**config.mk**
```make
export PLATFORM = sky130hd
export DESIGN_NAME = riscvCore
export DESIGN_NICKNAME = d
export VERILOG_FILES = /design/src/hdl/wbBusPkg.sv /design/src/hdl/rvIsaPkg.sv /design/src/hdl/coreIfs.sv /design/src/hdl/riscvCore.sv /design/src/hdl/lsuUnit.sv /design/src/hdl/execUnit.sv /design/src/hdl/fetchUnit.sv
export SDC_FILE = /design/constraint.sdc
export NUM_CORES = 2
export LEC_CHECK = 0
export BUFFER_PORTS_ARGS = -buffer_cell sky130_fd_sc_hd__buf_2
export CAP_MARGIN = 10
export CORE_ASPECT_RATIO = 0.9
export CORE_MARGIN = 2
export CORE_UTILIZATION = 58
export CTS_BUF_LIST = sky130_fd_sc_hd__clkbuf_8
export DETAILED_ROUTE_END_ITERATION = 8
export PLACE_DENSITY = 0.78
export SYNTH_ARGS = -nofsm -noshare
export SYNTH_HDL_FRONTEND = slang
export SYNTH_SLANG_ARGS = --single-unit
```
**constraint.sdc**
```tcl
create_clock -name clk_mem -period 8.26 [get_ports clk_mem]
set_input_delay 1.239 -clock clk_mem [delete_from_list [all_inputs] [get_ports clk_mem]]
set_output_delay 1.239 -clock clk_mem [all_outputs]
set_load 0.005 [all_outputs]
```
**src/hdl/wbBusPkg.sv**
```systemverilog
`default_nettype none

package wbBusPkg;

	localparam int adrW = 32;
	localparam int datW = 32;

	// first fetch address after reset
	localparam logic [adrW-1:0] resetPc = 32'h0000_0000;

endpackage

`default_nettype wire

```
**src/hdl/rvIsaPkg.sv**
```systemverilog
`default_nettype none

package rvIsaPkg;

	localparam int regCount = 32;

	// base opcodes, instr[6:0]
	localparam logic [6:0] opLui    = 7'b0110111;
	localparam logic [6:0] opOpImm  = 7'b0010011;
	localparam logic [6:0] opOp     = 7'b0110011;
	localparam logic [6:0] opLoad   = 7'b0000011;
	localparam logic [6:0] opStore  = 7'b0100011;
	localparam logic [6:0] opBranch = 7'b1100011;
	localparam logic [6:0] opJal    = 7'b1101111;

	// funct3 values for OP
	localparam logic [2:0] f3AddSub = 3'b000;
	localparam logic [2:0] f3Slt    = 3'b010;
	localparam logic [2:0] f3Xor    = 3'b100;
	localparam logic [2:0] f3Or     = 3'b110;
	localparam logic [2:0] f3And    = 3'b111;

	typedef enum logic [2:0] {
		aluAdd,
		aluSub,
		aluAnd,
		aluOr,
		aluXor,
		aluSlt,
		aluPassB
	} aluOpT;

	// op keeps the opcode as operation class
	typedef struct packed {
		logic [6:0]  op;
		logic [4:0]  rd;
		logic [4:0]  rs1;
		logic [4:0]  rs2;
		logic [31:0] imm;
		logic        brNe;
		aluOpT       aluOp;
	} decodedT;

endpackage

`default_nettype wire
```
**src/hdl/coreIfs.sv**
```systemverilog
`timescale 1ns/1ps
`default_nettype none

// signal datW shares its name with the package width, so widths are scoped here
interface wbIf;
	logic                          cyc;
	logic                          stb;
	logic                          we;
	logic [wbBusPkg::adrW-1:0]     adr;
	logic [wbBusPkg::datW-1:0]     datW;
	logic [wbBusPkg::datW-1:0]     datR;
	logic [wbBusPkg::datW/8-1:0]   sel;
	logic                          ack;

	modport master (output cyc, stb, we, adr, datW, sel, input datR, ack);
	modport slave (input cyc, stb, we, adr, datW, sel, output datR, ack);
endinterface

interface issueIf import wbBusPkg::*; ();
	logic            valid;
	logic [datW-1:0] instr;
	logic [adrW-1:0] pc;
	logic            done;
	logic [adrW-1:0] nextPc;

	modport fetch (output valid, instr, pc, input done, nextPc);
	modport exec (input valid, instr, pc, output done, nextPc);
endinterface

interface memReqIf import wbBusPkg::*; ();
	logic            req;
	logic            we;
	logic [adrW-1:0] addr;
	logic [datW-1:0] wdata;
	logic [datW-1:0] rdata;
	logic            done;

	modport requester (output req, we, addr, wdata, input rdata, done);
	modport server (input req, we, addr, wdata, output rdata, done);
endinterface

`default_nettype wire

```
**src/hdl/riscvCore.sv**
```systemverilog
`timescale 1ns/1ps
`default_nettype none

module riscvCore import wbBusPkg::*; (
	input logic clk_mem,
	input logic rst,

	output logic ibus_cyc_o,
	output logic ibus_stb_o,
	output logic [adrW-1:0] ibus_adr_o,
	input logic ibus_ack_i,
	input logic [datW-1:0] ibus_dat_i,

	output logic dbus_cyc_o,
	output logic dbus_stb_o,
	output logic dbus_we_o,
	output logic [adrW-1:0] dbus_adr_o,
	output logic [datW-1:0] dbus_dat_o,
	output logic [datW/8-1:0] dbus_sel_o,
	input logic [datW-1:0] dbus_dat_i,
	input logic dbus_ack_i
);

	wbIf ibus ();
	wbIf dbus ();
	issueIf issue ();
	memReqIf memReq ();

	// instruction side is read only
	assign ibus_cyc_o = ibus.cyc;
	assign ibus_stb_o = ibus.stb;
	assign ibus_adr_o = ibus.adr;
	assign ibus.ack = ibus_ack_i;
	assign ibus.datR = ibus_dat_i;

	assign dbus_cyc_o = dbus.cyc;
	assign dbus_stb_o = dbus.stb;
	assign dbus_we_o = dbus.we;
	assign dbus_adr_o = dbus.adr;
	assign dbus_dat_o = dbus.datW;
	assign dbus_sel_o = dbus.sel;
	assign dbus.ack = dbus_ack_i;
	assign dbus.datR = dbus_dat_i;

	fetchUnit uFetch (
		.clk_mem (clk_mem),
		.rst     (rst),
		.ibus    (ibus.master),
		.issue   (issue.fetch)
	);

	execUnit uExec (
		.clk_mem (clk_mem),
		.rst     (rst),
		.issue   (issue.exec),
		.memReq  (memReq.requester)
	);

	lsuUnit uLsu (
		.clk_mem (clk_mem),
		.rst     (rst),
		.memReq  (memReq.server),
		.dbus    (dbus.master)
	);

endmodule

`default_nettype wire

```
**src/hdl/lsuUnit.sv**
```systemverilog
`timescale 1ns/1ps
`default_nettype none

module lsuUnit import wbBusPkg::*; (
	input logic clk_mem,
	input logic rst,
	memReqIf.server memReq,
	wbIf.master dbus
);

	logic cycQ;
	logic stbQ;
	logic weQ;
	logic [adrW-1:0] adrQ;
	logic [datW-1:0] datQ;
	logic start;

	// one bus cycle per request
	assign start = memReq.req && !cycQ;

	always_ff @(posedge clk_mem) begin
		if (rst) begin
			cycQ <= 1'b0;
			stbQ <= 1'b0;
			weQ <= 1'b0;
		end else if (cycQ && dbus.ack) begin
			cycQ <= 1'b0;
			stbQ <= 1'b0;
			weQ <= 1'b0;
		end else if (start) begin
			cycQ <= 1'b1;
			stbQ <= 1'b1;
			weQ <= memReq.we;
		end
	end

	always_ff @(posedge clk_mem) begin
		if (start) begin
			adrQ <= memReq.addr;
			datQ <= memReq.wdata;
		end
	end

	assign dbus.cyc = cycQ;
	assign dbus.stb = stbQ;
	assign dbus.we = weQ;
	assign dbus.adr = adrQ;
	assign dbus.datW = datQ;
	assign dbus.sel = '1;

	assign memReq.done = cycQ && dbus.ack;
	assign memReq.rdata = dbus.datR;

	aStbCyc: assert property (@(posedge clk_mem) disable iff (rst) dbus.stb |-> dbus.cyc);

endmodule

`default_nettype wire

```
**src/hdl/execUnit.sv**
```systemverilog
`timescale 1ns/1ps
`default_nettype none

module execUnit import rvIsaPkg::*, wbBusPkg::*; (
	input logic clk_mem,
	input logic rst,
	issueIf.exec issue,
	memReqIf.requester memReq
);

	function automatic decodedT decode(input logic [31:0] ins);
		decodedT d;
		d.op = ins[6:0];
		d.rd = ins[11:7];
		d.rs1 = ins[19:15];
		d.rs2 = ins[24:20];
		d.brNe = ins[12];
		d.imm = {{20{ins[31]}}, ins[31:20]};
		d.aluOp = aluAdd;
		case (ins[6:0])
			opLui: begin
				d.imm = {ins[31:12], 12'b0};
				d.aluOp = aluPassB;
			end
			opOp: begin
				case (ins[14:12])
					f3AddSub: d.aluOp = ins[30] ? aluSub : aluAdd;
					f3Slt: d.aluOp = aluSlt;
					f3Xor: d.aluOp = aluXor;
					f3Or: d.aluOp = aluOr;
					f3And: d.aluOp = aluAnd;
					default: d.aluOp = aluAdd;
				endcase
			end
			opStore: d.imm = {{20{ins[31]}}, ins[31:25], ins[11:7]};
			opBranch: begin
				d.imm = {{19{ins[31]}}, ins[31], ins[7], ins[30:25], ins[11:8], 1'b0};
				d.aluOp = aluSub;
			end
			opJal: d.imm = {{11{ins[31]}}, ins[31], ins[19:12], ins[20], ins[30:21], 1'b0};
			default: ;
		endcase
		return d;
	endfunction

	logic [datW-1:0] regs [regCount];

	decodedT dec;
	logic [datW-1:0] rs1Val;
	logic [datW-1:0] rs2Val;
	logic [datW-1:0] opB;
	logic [datW-1:0] aluRes;
	logic [datW-1:0] wbData;
	logic [adrW-1:0] pcPlus4;
	logic [adrW-1:0] target;
	logic isMem;
	logic regWrite;
	logic taken;
	logic done;

	assign dec = decode(issue.instr);

	// x0 reads as zero
	assign rs1Val = (dec.rs1 == 5'd0) ? '0 : regs[dec.rs1];
	assign rs2Val = (dec.rs2 == 5'd0) ? '0 : regs[dec.rs2];

	assign opB = (dec.op == opOp || dec.op == opBranch) ? rs2Val : dec.imm;

	always_comb begin
		case (dec.aluOp)
			aluAdd: aluRes = rs1Val + opB;
			aluSub: aluRes = rs1Val - opB;
			aluAnd: aluRes = rs1Val & opB;
			aluOr: aluRes = rs1Val | opB;
			aluXor: aluRes = rs1Val ^ opB;
			aluSlt: aluRes = ($signed(rs1Val) < $signed(opB)) ? 32'd1 : 32'd0;
			default: aluRes = opB;
		endcase
	end

	// beq/bne from the subtract result
	assign taken = (dec.op == opJal) ||
		(dec.op == opBranch && ((aluRes == '0) ^ dec.brNe));

	assign pcPlus4 = issue.pc + 32'd4;
	assign target = issue.pc + dec.imm;

	assign isMem = (dec.op == opLoad) || (dec.op == opStore);
	assign regWrite = (dec.op == opLui) || (dec.op == opOpImm) || (dec.op == opOp) ||
		(dec.op == opLoad) || (dec.op == opJal);

	always_comb begin
		if (dec.op == opJal) begin
			wbData = pcPlus4;
		end else if (dec.op == opLoad) begin
			wbData = memReq.rdata;
		end else begin
			wbData = aluRes;
		end
	end

	// memory ops wait for the lsu, the rest finish in their first valid cycle
	assign done = issue.valid && (!isMem || memReq.done);

	always_ff @(posedge clk_mem) begin
		if (done && regWrite && dec.rd != 5'd0) begin
			regs[dec.rd] <= wbData;
		end
	end

	assign issue.done = done;
	assign issue.nextPc = taken ? target : pcPlus4;

	assign memReq.req = issue.valid && isMem;
	assign memReq.we = (dec.op == opStore);
	assign memReq.addr = aluRes;
	assign memReq.wdata = rs2Val;

	aReqMemOnly: assert property (@(posedge clk_mem) disable iff (rst)
		memReq.req |-> issue.instr[6:0] == opLoad || issue.instr[6:0] == opStore);

	// request stays up until the lsu answers
	aReqHeld: assert property (@(posedge clk_mem) disable iff (rst)
		memReq.req && !memReq.done |=> memReq.req);

endmodule

`default_nettype wire

```
**src/hdl/fetchUnit.sv**
```systemverilog
`timescale 1ns/1ps
`default_nettype none

module fetchUnit import wbBusPkg::*; (
	input logic clk_mem,
	input logic rst,
	wbIf.master ibus,
	issueIf.fetch issue
);

	logic [adrW-1:0] pcQ;
	logic [datW-1:0] instrQ;
	logic cycQ;
	logic stbQ;
	logic validQ;

	always_ff @(posedge clk_mem) begin
		if (rst) begin
			pcQ <= resetPc;
			cycQ <= 1'b0;
			stbQ <= 1'b0;
			validQ <= 1'b0;
		end else if (issue.done) begin
			// retire and go straight to the next fetch
			pcQ <= issue.nextPc;
			validQ <= 1'b0;
			cycQ <= 1'b1;
			stbQ <= 1'b1;
		end else if (cycQ && ibus.ack) begin
			cycQ <= 1'b0;
			stbQ <= 1'b0;
			validQ <= 1'b1;
		end else if (!cycQ && !validQ) begin
			// first fetch out of reset
			cycQ <= 1'b1;
			stbQ <= 1'b1;
		end
	end

	always_ff @(posedge clk_mem) begin
		if (cycQ && ibus.ack) begin
			instrQ <= ibus.datR;
		end
	end

	assign ibus.cyc = cycQ;
	assign ibus.stb = stbQ;
	assign ibus.we = 1'b0;
	assign ibus.adr = pcQ;
	assign ibus.datW = '0;
	assign ibus.sel = '1;

	assign issue.valid = validQ;
	assign issue.instr = instrQ;
	assign issue.pc = pcQ;

	aStbCyc: assert property (@(posedge clk_mem) disable iff (rst) ibus.stb |-> ibus.cyc);

	aAdrHold: assert property (@(posedge clk_mem) disable iff (rst)
		ibus.stb && !ibus.ack |=> ibus.stb && $stable(ibus.adr));

endmodule

`default_nettype wire

```
== Word level (Yosys, flattened, before mapping) ==
Memories as Yosys holds them, arrays and structs flattened. A register that Yosys moved wholly into a read port is not among the register bits.
Index checks and enable logic that the tools add are counted.

* Word-level logic and storage cells: 83
* Bits in writable memories: 1024
* Output and inout port bits: 105
* Memories: 1
* Input bits: 68
* Register bits after elaboration: 132

* Magnitude comparators: 1
* Mux-type cells: 19
* Equality and inequality tests: 16
* Reduce and logical (&&, ||, !) cells: 30
* Add/subtract/negate cells: 4
* Bitwise logic cells: 4

{| class="wikitable"
|+ Memories
! name !! depth !! bits a word !! rd ports !! clocked after memory_dff !! write ports !! line !! text
|-
| uExec.regs || 32 || 32 || 2 || 2 || 1 || execUnit.sv:46 || <nowiki>logic [datW-1:0] regs [regCount];</nowiki>
|}

{| class="wikitable"
|+ Operators with widths
! cell !! number
|-
| 2-to-1 mux 32 bit || 6
|-
| case mux 32 bit (6 select lines) || 1
|-
| case mux 31 bit (4 select lines) || 1
|-
| adder 32 bit || 2
|-
| adder 32 x 3 -> 32 bit (second input constant) || 1
|-
| bitwise AND 32 bit || 1
|-
| zero test 32 bit || 1
|-
| less-than comparator 32 bit || 1
|-
| bitwise OR 32 bit || 1
|-
| subtractor 32 bit || 1
|-
| XOR 32 bit || 1
|-
| == test 7 x 6 -> 1 bit (second input constant) || 3
|-
| == test 3 bit (second input constant) || 5
|-
| case mux 3 bit (5 select lines) || 1
|-
| == test 7 bit (second input constant) || 2
|-
| zero test 5 bit || 2
|-
| 2-to-1 mux 5 bit || 2
|-
| == test 3 x 2 -> 1 bit (second input constant) || 3
|-
| logical AND 1 bit || 9
|-
| case mux 3 bit (3 select lines) || 1
|-
| logical OR 1 bit || 8
|-
| == test 7 x 2 -> 1 bit (second input constant) || 1
|-
| == test 7 x 5 -> 1 bit (second input constant) || 1
|-
| 2-to-1 mux 1 bit || 7
|-
| other kinds (7) || 12
|}

== Longest topological paths before layout ==
* Word-level depth: 11
* Gate-level depth with buffers: 32
* Depth with buffers taken out: 25

== Hierarchy ==
Synthesis repeated with hierarchy kept, for this count alone.

* Cell total of the unflattened synthesis: 3925
* Area total of the unflattened synthesis: 61692.9 um^2

{| class="wikitable"
|+ By module, submodules not included
! module !! sequential area each (um^2) !! cells each !! area each (um^2) !! times used
|-
| execUnit || 30749.5 || 3597 || 56658.1 || 1
|-
| fetchUnit || 1641.6 || 216 || 2740.1 || 1
|-
| lsuUnit || 1961.9 || 112 || 2294.7 || 1
|}

== Worst setup path after synthesis ==
Ideal clock, no wire load.

* Path kind: reg-to-reg
* From: reg with a tool-made name
* To: mem uExec.regs[0][26], data pin
* Path slack: 0.163 ns
* Arrival time: 7.643 ns
* Period minus slack after synthesis: 8.097 ns
* Data required time: 7.806 ns
* Setup time: 0.454 ns
* Path buffers: 7
* Cell stages (with the launch flop): 24
* Path through: dfxtp_1 -> buf_2 -> buf_4 -> buf_4 -> buf_1 -> clkbuf_1 -> buf_1 -> mux4_2 -> mux4_2 -> mux2i_1 -> nor2_1 -> o21ai_0 -> ha_1 -> buf_2 -> nor2b_1 -> a2111o_1 -> a211o_1 -> a2111oi_0 -> o211a_1 -> mux2i_1 -> a21oi_1 -> a21oi_1 -> mux2i_1 -> o21ai_0

{| class="wikitable"
|+ RTL lines
! item !! line
|-
| to (decl) || execUnit.sv:46
|}

==> metrics.yaml <==
floorplanning:
  die_w_um: 348
  die_y_um: 313
  io_pins: 173
  coreArea_um2: 105000
  num_rows: 113
  initial_core_util: 0.585
  dieArea_um2: 109000
drt:
  post_drt_wl_per_cell_um: 36.8
  first_iter_violations: 7271
  viasPerCell: 7.40
  dr.pass1.iters: 8
  ant_nets: 0
  drc: 0
  via_count: 42900
  routed_wl_mm: 214
synth:
  syn_avg_cell_area_um2: 15.7
  synth-seq-area-share: 0.560
  ys.warnings.count: 0
  syn-cell-area_um2: 61700
  async_flop_share: 0
  synthCells: 3926
  synth_edf_count: 1120
  synth.distinct_cells: 92
  ys_ff_latch: 1166
  synth_ff_type: "edfxtp_1"
min_path:
  min_path_type: "in2reg"
sta:
  finalMaxSlewViolations: 0
  rsz0062_at_grt: "false"
  relSlewSlack: 0.183
  worst_hold_slack_ns: 0.506
  fin_tns_setup_ns: 0
  min_period_ns: 7.97
  final.period_utilization: 0.965
  clock.fmax_mhz: 125
  finClkSkew_ns: 0.0603
  tightest_slew_ns: 1.19
  setup_viol: 0
  hold_viol: 0
clock_network:
  clock_latency_ns: 0.92
  cts_sinks: 1166
  postCtsSetupRepairBufs: 0
  path_clk_slew_ns: 0.07
  cts_buffers: 183
  cts_max_level: 4
  cts_tree: "done"
  cts_resized: 0
  ctsHoldBuffers: 0
  cts_buffer_depth: 3
  cts-root-buf: "clkbuf_8"
worst_setup_path:
  start_kind: "flip-flop"
  r2r_cells: 27
  regToRegEndpoint: "uFetch.ibus.adr[8]"
  cp_slowest_stage_delay_ns: 0.63
  worstSetupPathType: "reg2reg"
  worstPathArrival_ns: 8.81
  cp_max_fo: 29
  end_kind: "flip-flop"
  slowest_stage: "mux2i_1"
  r2r_slack_ns: 0.29
  crit_required_ns: 9.10
  setup.worst_path.end: "uFetch.ibus.adr[8]"
outcome:
  status: "finished clean"
final_layout:
  fin_area_um2: 69400
  fin_nets: 4468
  fillers: 7043
  syn_to_final_growth_pct: 12.5
  final_util: 0.658
  drive_gt1_frac: 0.318
power:
  power_density_nw_per_um2: 226
  peakVddDrop_mv: 0.160
  leakage_nw: 24.0
  p_total_w: 0.0157
global_routing:
  grt_use_met3: 0.119
  use_met2: 0.578
  grt_pass1_vias: 41600
  grt_max_degree: 73
  antenna_found_initial: 12
  grt.overflow.total: 0
  grt_util_met1: 0.540
  grtUsageTotal: 0.394
  grt_pass1_wl_mm: 301
  grt.busiest_layer: "met2"
place:
  dp_hpwl_mm: 141
  place_area_um2: 65700
  gp_congestion: 1.11
  io_buffers: 168
run:
  cap_viol_max_count: 0
-- cells in the mapped netlist, types with 50 or more instances --
| master | n | area share |
|---|---|---|
| buf_1 | 64 | 0.0039 |
| o21ai_0 | 131 | 0.011 |
| nand3_1 | 59 | 0.0048 |
| clkbuf_1 | 175 | 0.011 |
| edfxtp_1 | 1120 | 0.55 |
| ha_1 | 131 | 0.027 |
| mux2i_1 | 67 | 0.011 |
| mux4_2 | 637 | 0.23 |
| nor3_1 | 50 | 0.0041 |
| nand2_1 | 219 | 0.013 |
| nand2b_1 | 53 | 0.0054 |
| inv_1 | 144 | 0.0088 |
| nor2_1 | 205 | 0.012 |
| a21oi_1 | 209 | 0.017 |
-- area by class of cell --
type / count / area, um2 / share of cell area
clock buffer: 189 / 2600 / 0.0375
antenna: 6 / 15.0 / 0.000216
clock inverter: 142 / 937 / 0.0135
tap: 1380 / 1730 / 0.0249
multi-input combinational: 2371 / 26000 / 0.375
sequential: 1166 / 34600 / 0.499
inverter: 146 / 548 / 0.00790
timing repair buffer: 398 / 2920 / 0.0421
-- power breakdown --
| part | switching [W] | internal [W] |
|---|---|---|
| logic | 0.00229 | 0.00126 |
| registers | 0.0000988 | 0.00718 |
| clock network | 0.00240 | 0.00246 |
| total | 0.00479 | 0.0109 |
-- sequential cells by signal (all words and copies together) (netlist names), named ones only --
register	count
uExec.regs	1024
uFetch.ibus.adr	32
uFetch.ibus.cyc	1
uFetch.issue.instr	32
uFetch.issue.valid	1
uLsu.dbus.adr	32
uLsu.dbus.cyc	1
uLsu.dbus.datW	32
uLsu.dbus.we	1
-- worst min path at each step --
stage	start	endpoint	cells after the start
3_3_place_gp	uFetch.ibus.adr[28]	uFetch.ibus.adr[28]	2
4_1_cts	ibus_dat_i[2]	uFetch.issue.instr[2]	1
6_report	ibus_dat_i[2]	uFetch.issue.instr[2]	1
5_1_grt	ibus_dat_i[17]	uFetch.issue.instr[17]	1
3_5_place_dp	uFetch.ibus.adr[28]	uFetch.ibus.adr[28]	2
2_1_floorplan	uFetch.issue.valid	uFetch.issue.valid	2
-- worst max-delay path: cells and delay by family, from the launching register on --
kind / cells / cell delay (ns)
muxes: 4 / 1.72
AOI/OAI and AO/OA: 12 / 2.80
DFF: 1 / 0.45
and+or+nand+nor: 4 / 1.22
buffers and inverters: 6 / 1.26
adders and majority gates: 1 / 0.42
-- kinds of logic (layout without fill, tap and decap cells) --
family | Yosys count | after routing | synth area share
AOI/OAI and AO/OA | 653 | 653 | 0.0680
other | 2 | 42 | 0.000122
adders and majority gates | 134 | 134 | 0.0276
and+or+nand+nor | 758 | 758 | 0.0596
xor gates and xnor gates | 63 | 63 | 0.00895
muxes | 727 | 727 | 0.248
buffers and inverters | 423 | 875 | 0.0275
DFF | 1166 | 1166 | 0.560
-- routing by layer --
layer | up-vias | wire length, um | share of wire
li1 | 16700 | - | -
met5 | - | 44 | 0.00021
met1 | 21500 | 74200 | 0.35
met2 | 4066 | 94100 | 0.44
met3 | 699 | 32200 | 0.15
met4 | 2 | 13200 | 0.062
-- cell usage in the layout (no fill, tap or decap), types with 131 or more instances in the layout --
cell | Yosys | routed
ha_1 | 131 | 131
inv_1 | 144 | 205
buf_4 | 12 | 202
mux4_2 | 637 | 637
nor2_1 | 205 | 171
edfxtp_1 | 1120 | 1120
buf_2 | 21 | 168
a21oi_1 | 209 | 198
clkbuf_8 | 0 | 189
nand2_1 | 219 | 219
-- per-stage QoR --
stage / setup slack [ns] / std cells
finish: 0.286 / 5798
global route: 0.00777 / 5797
CTS: 0.333 / 5789
detailed placement: 0.428 / 5458
global placement: 0.426 / 5458
floorplan: 0.163 / 3960
No activity file was read; power rests on OpenSTA's default activity.
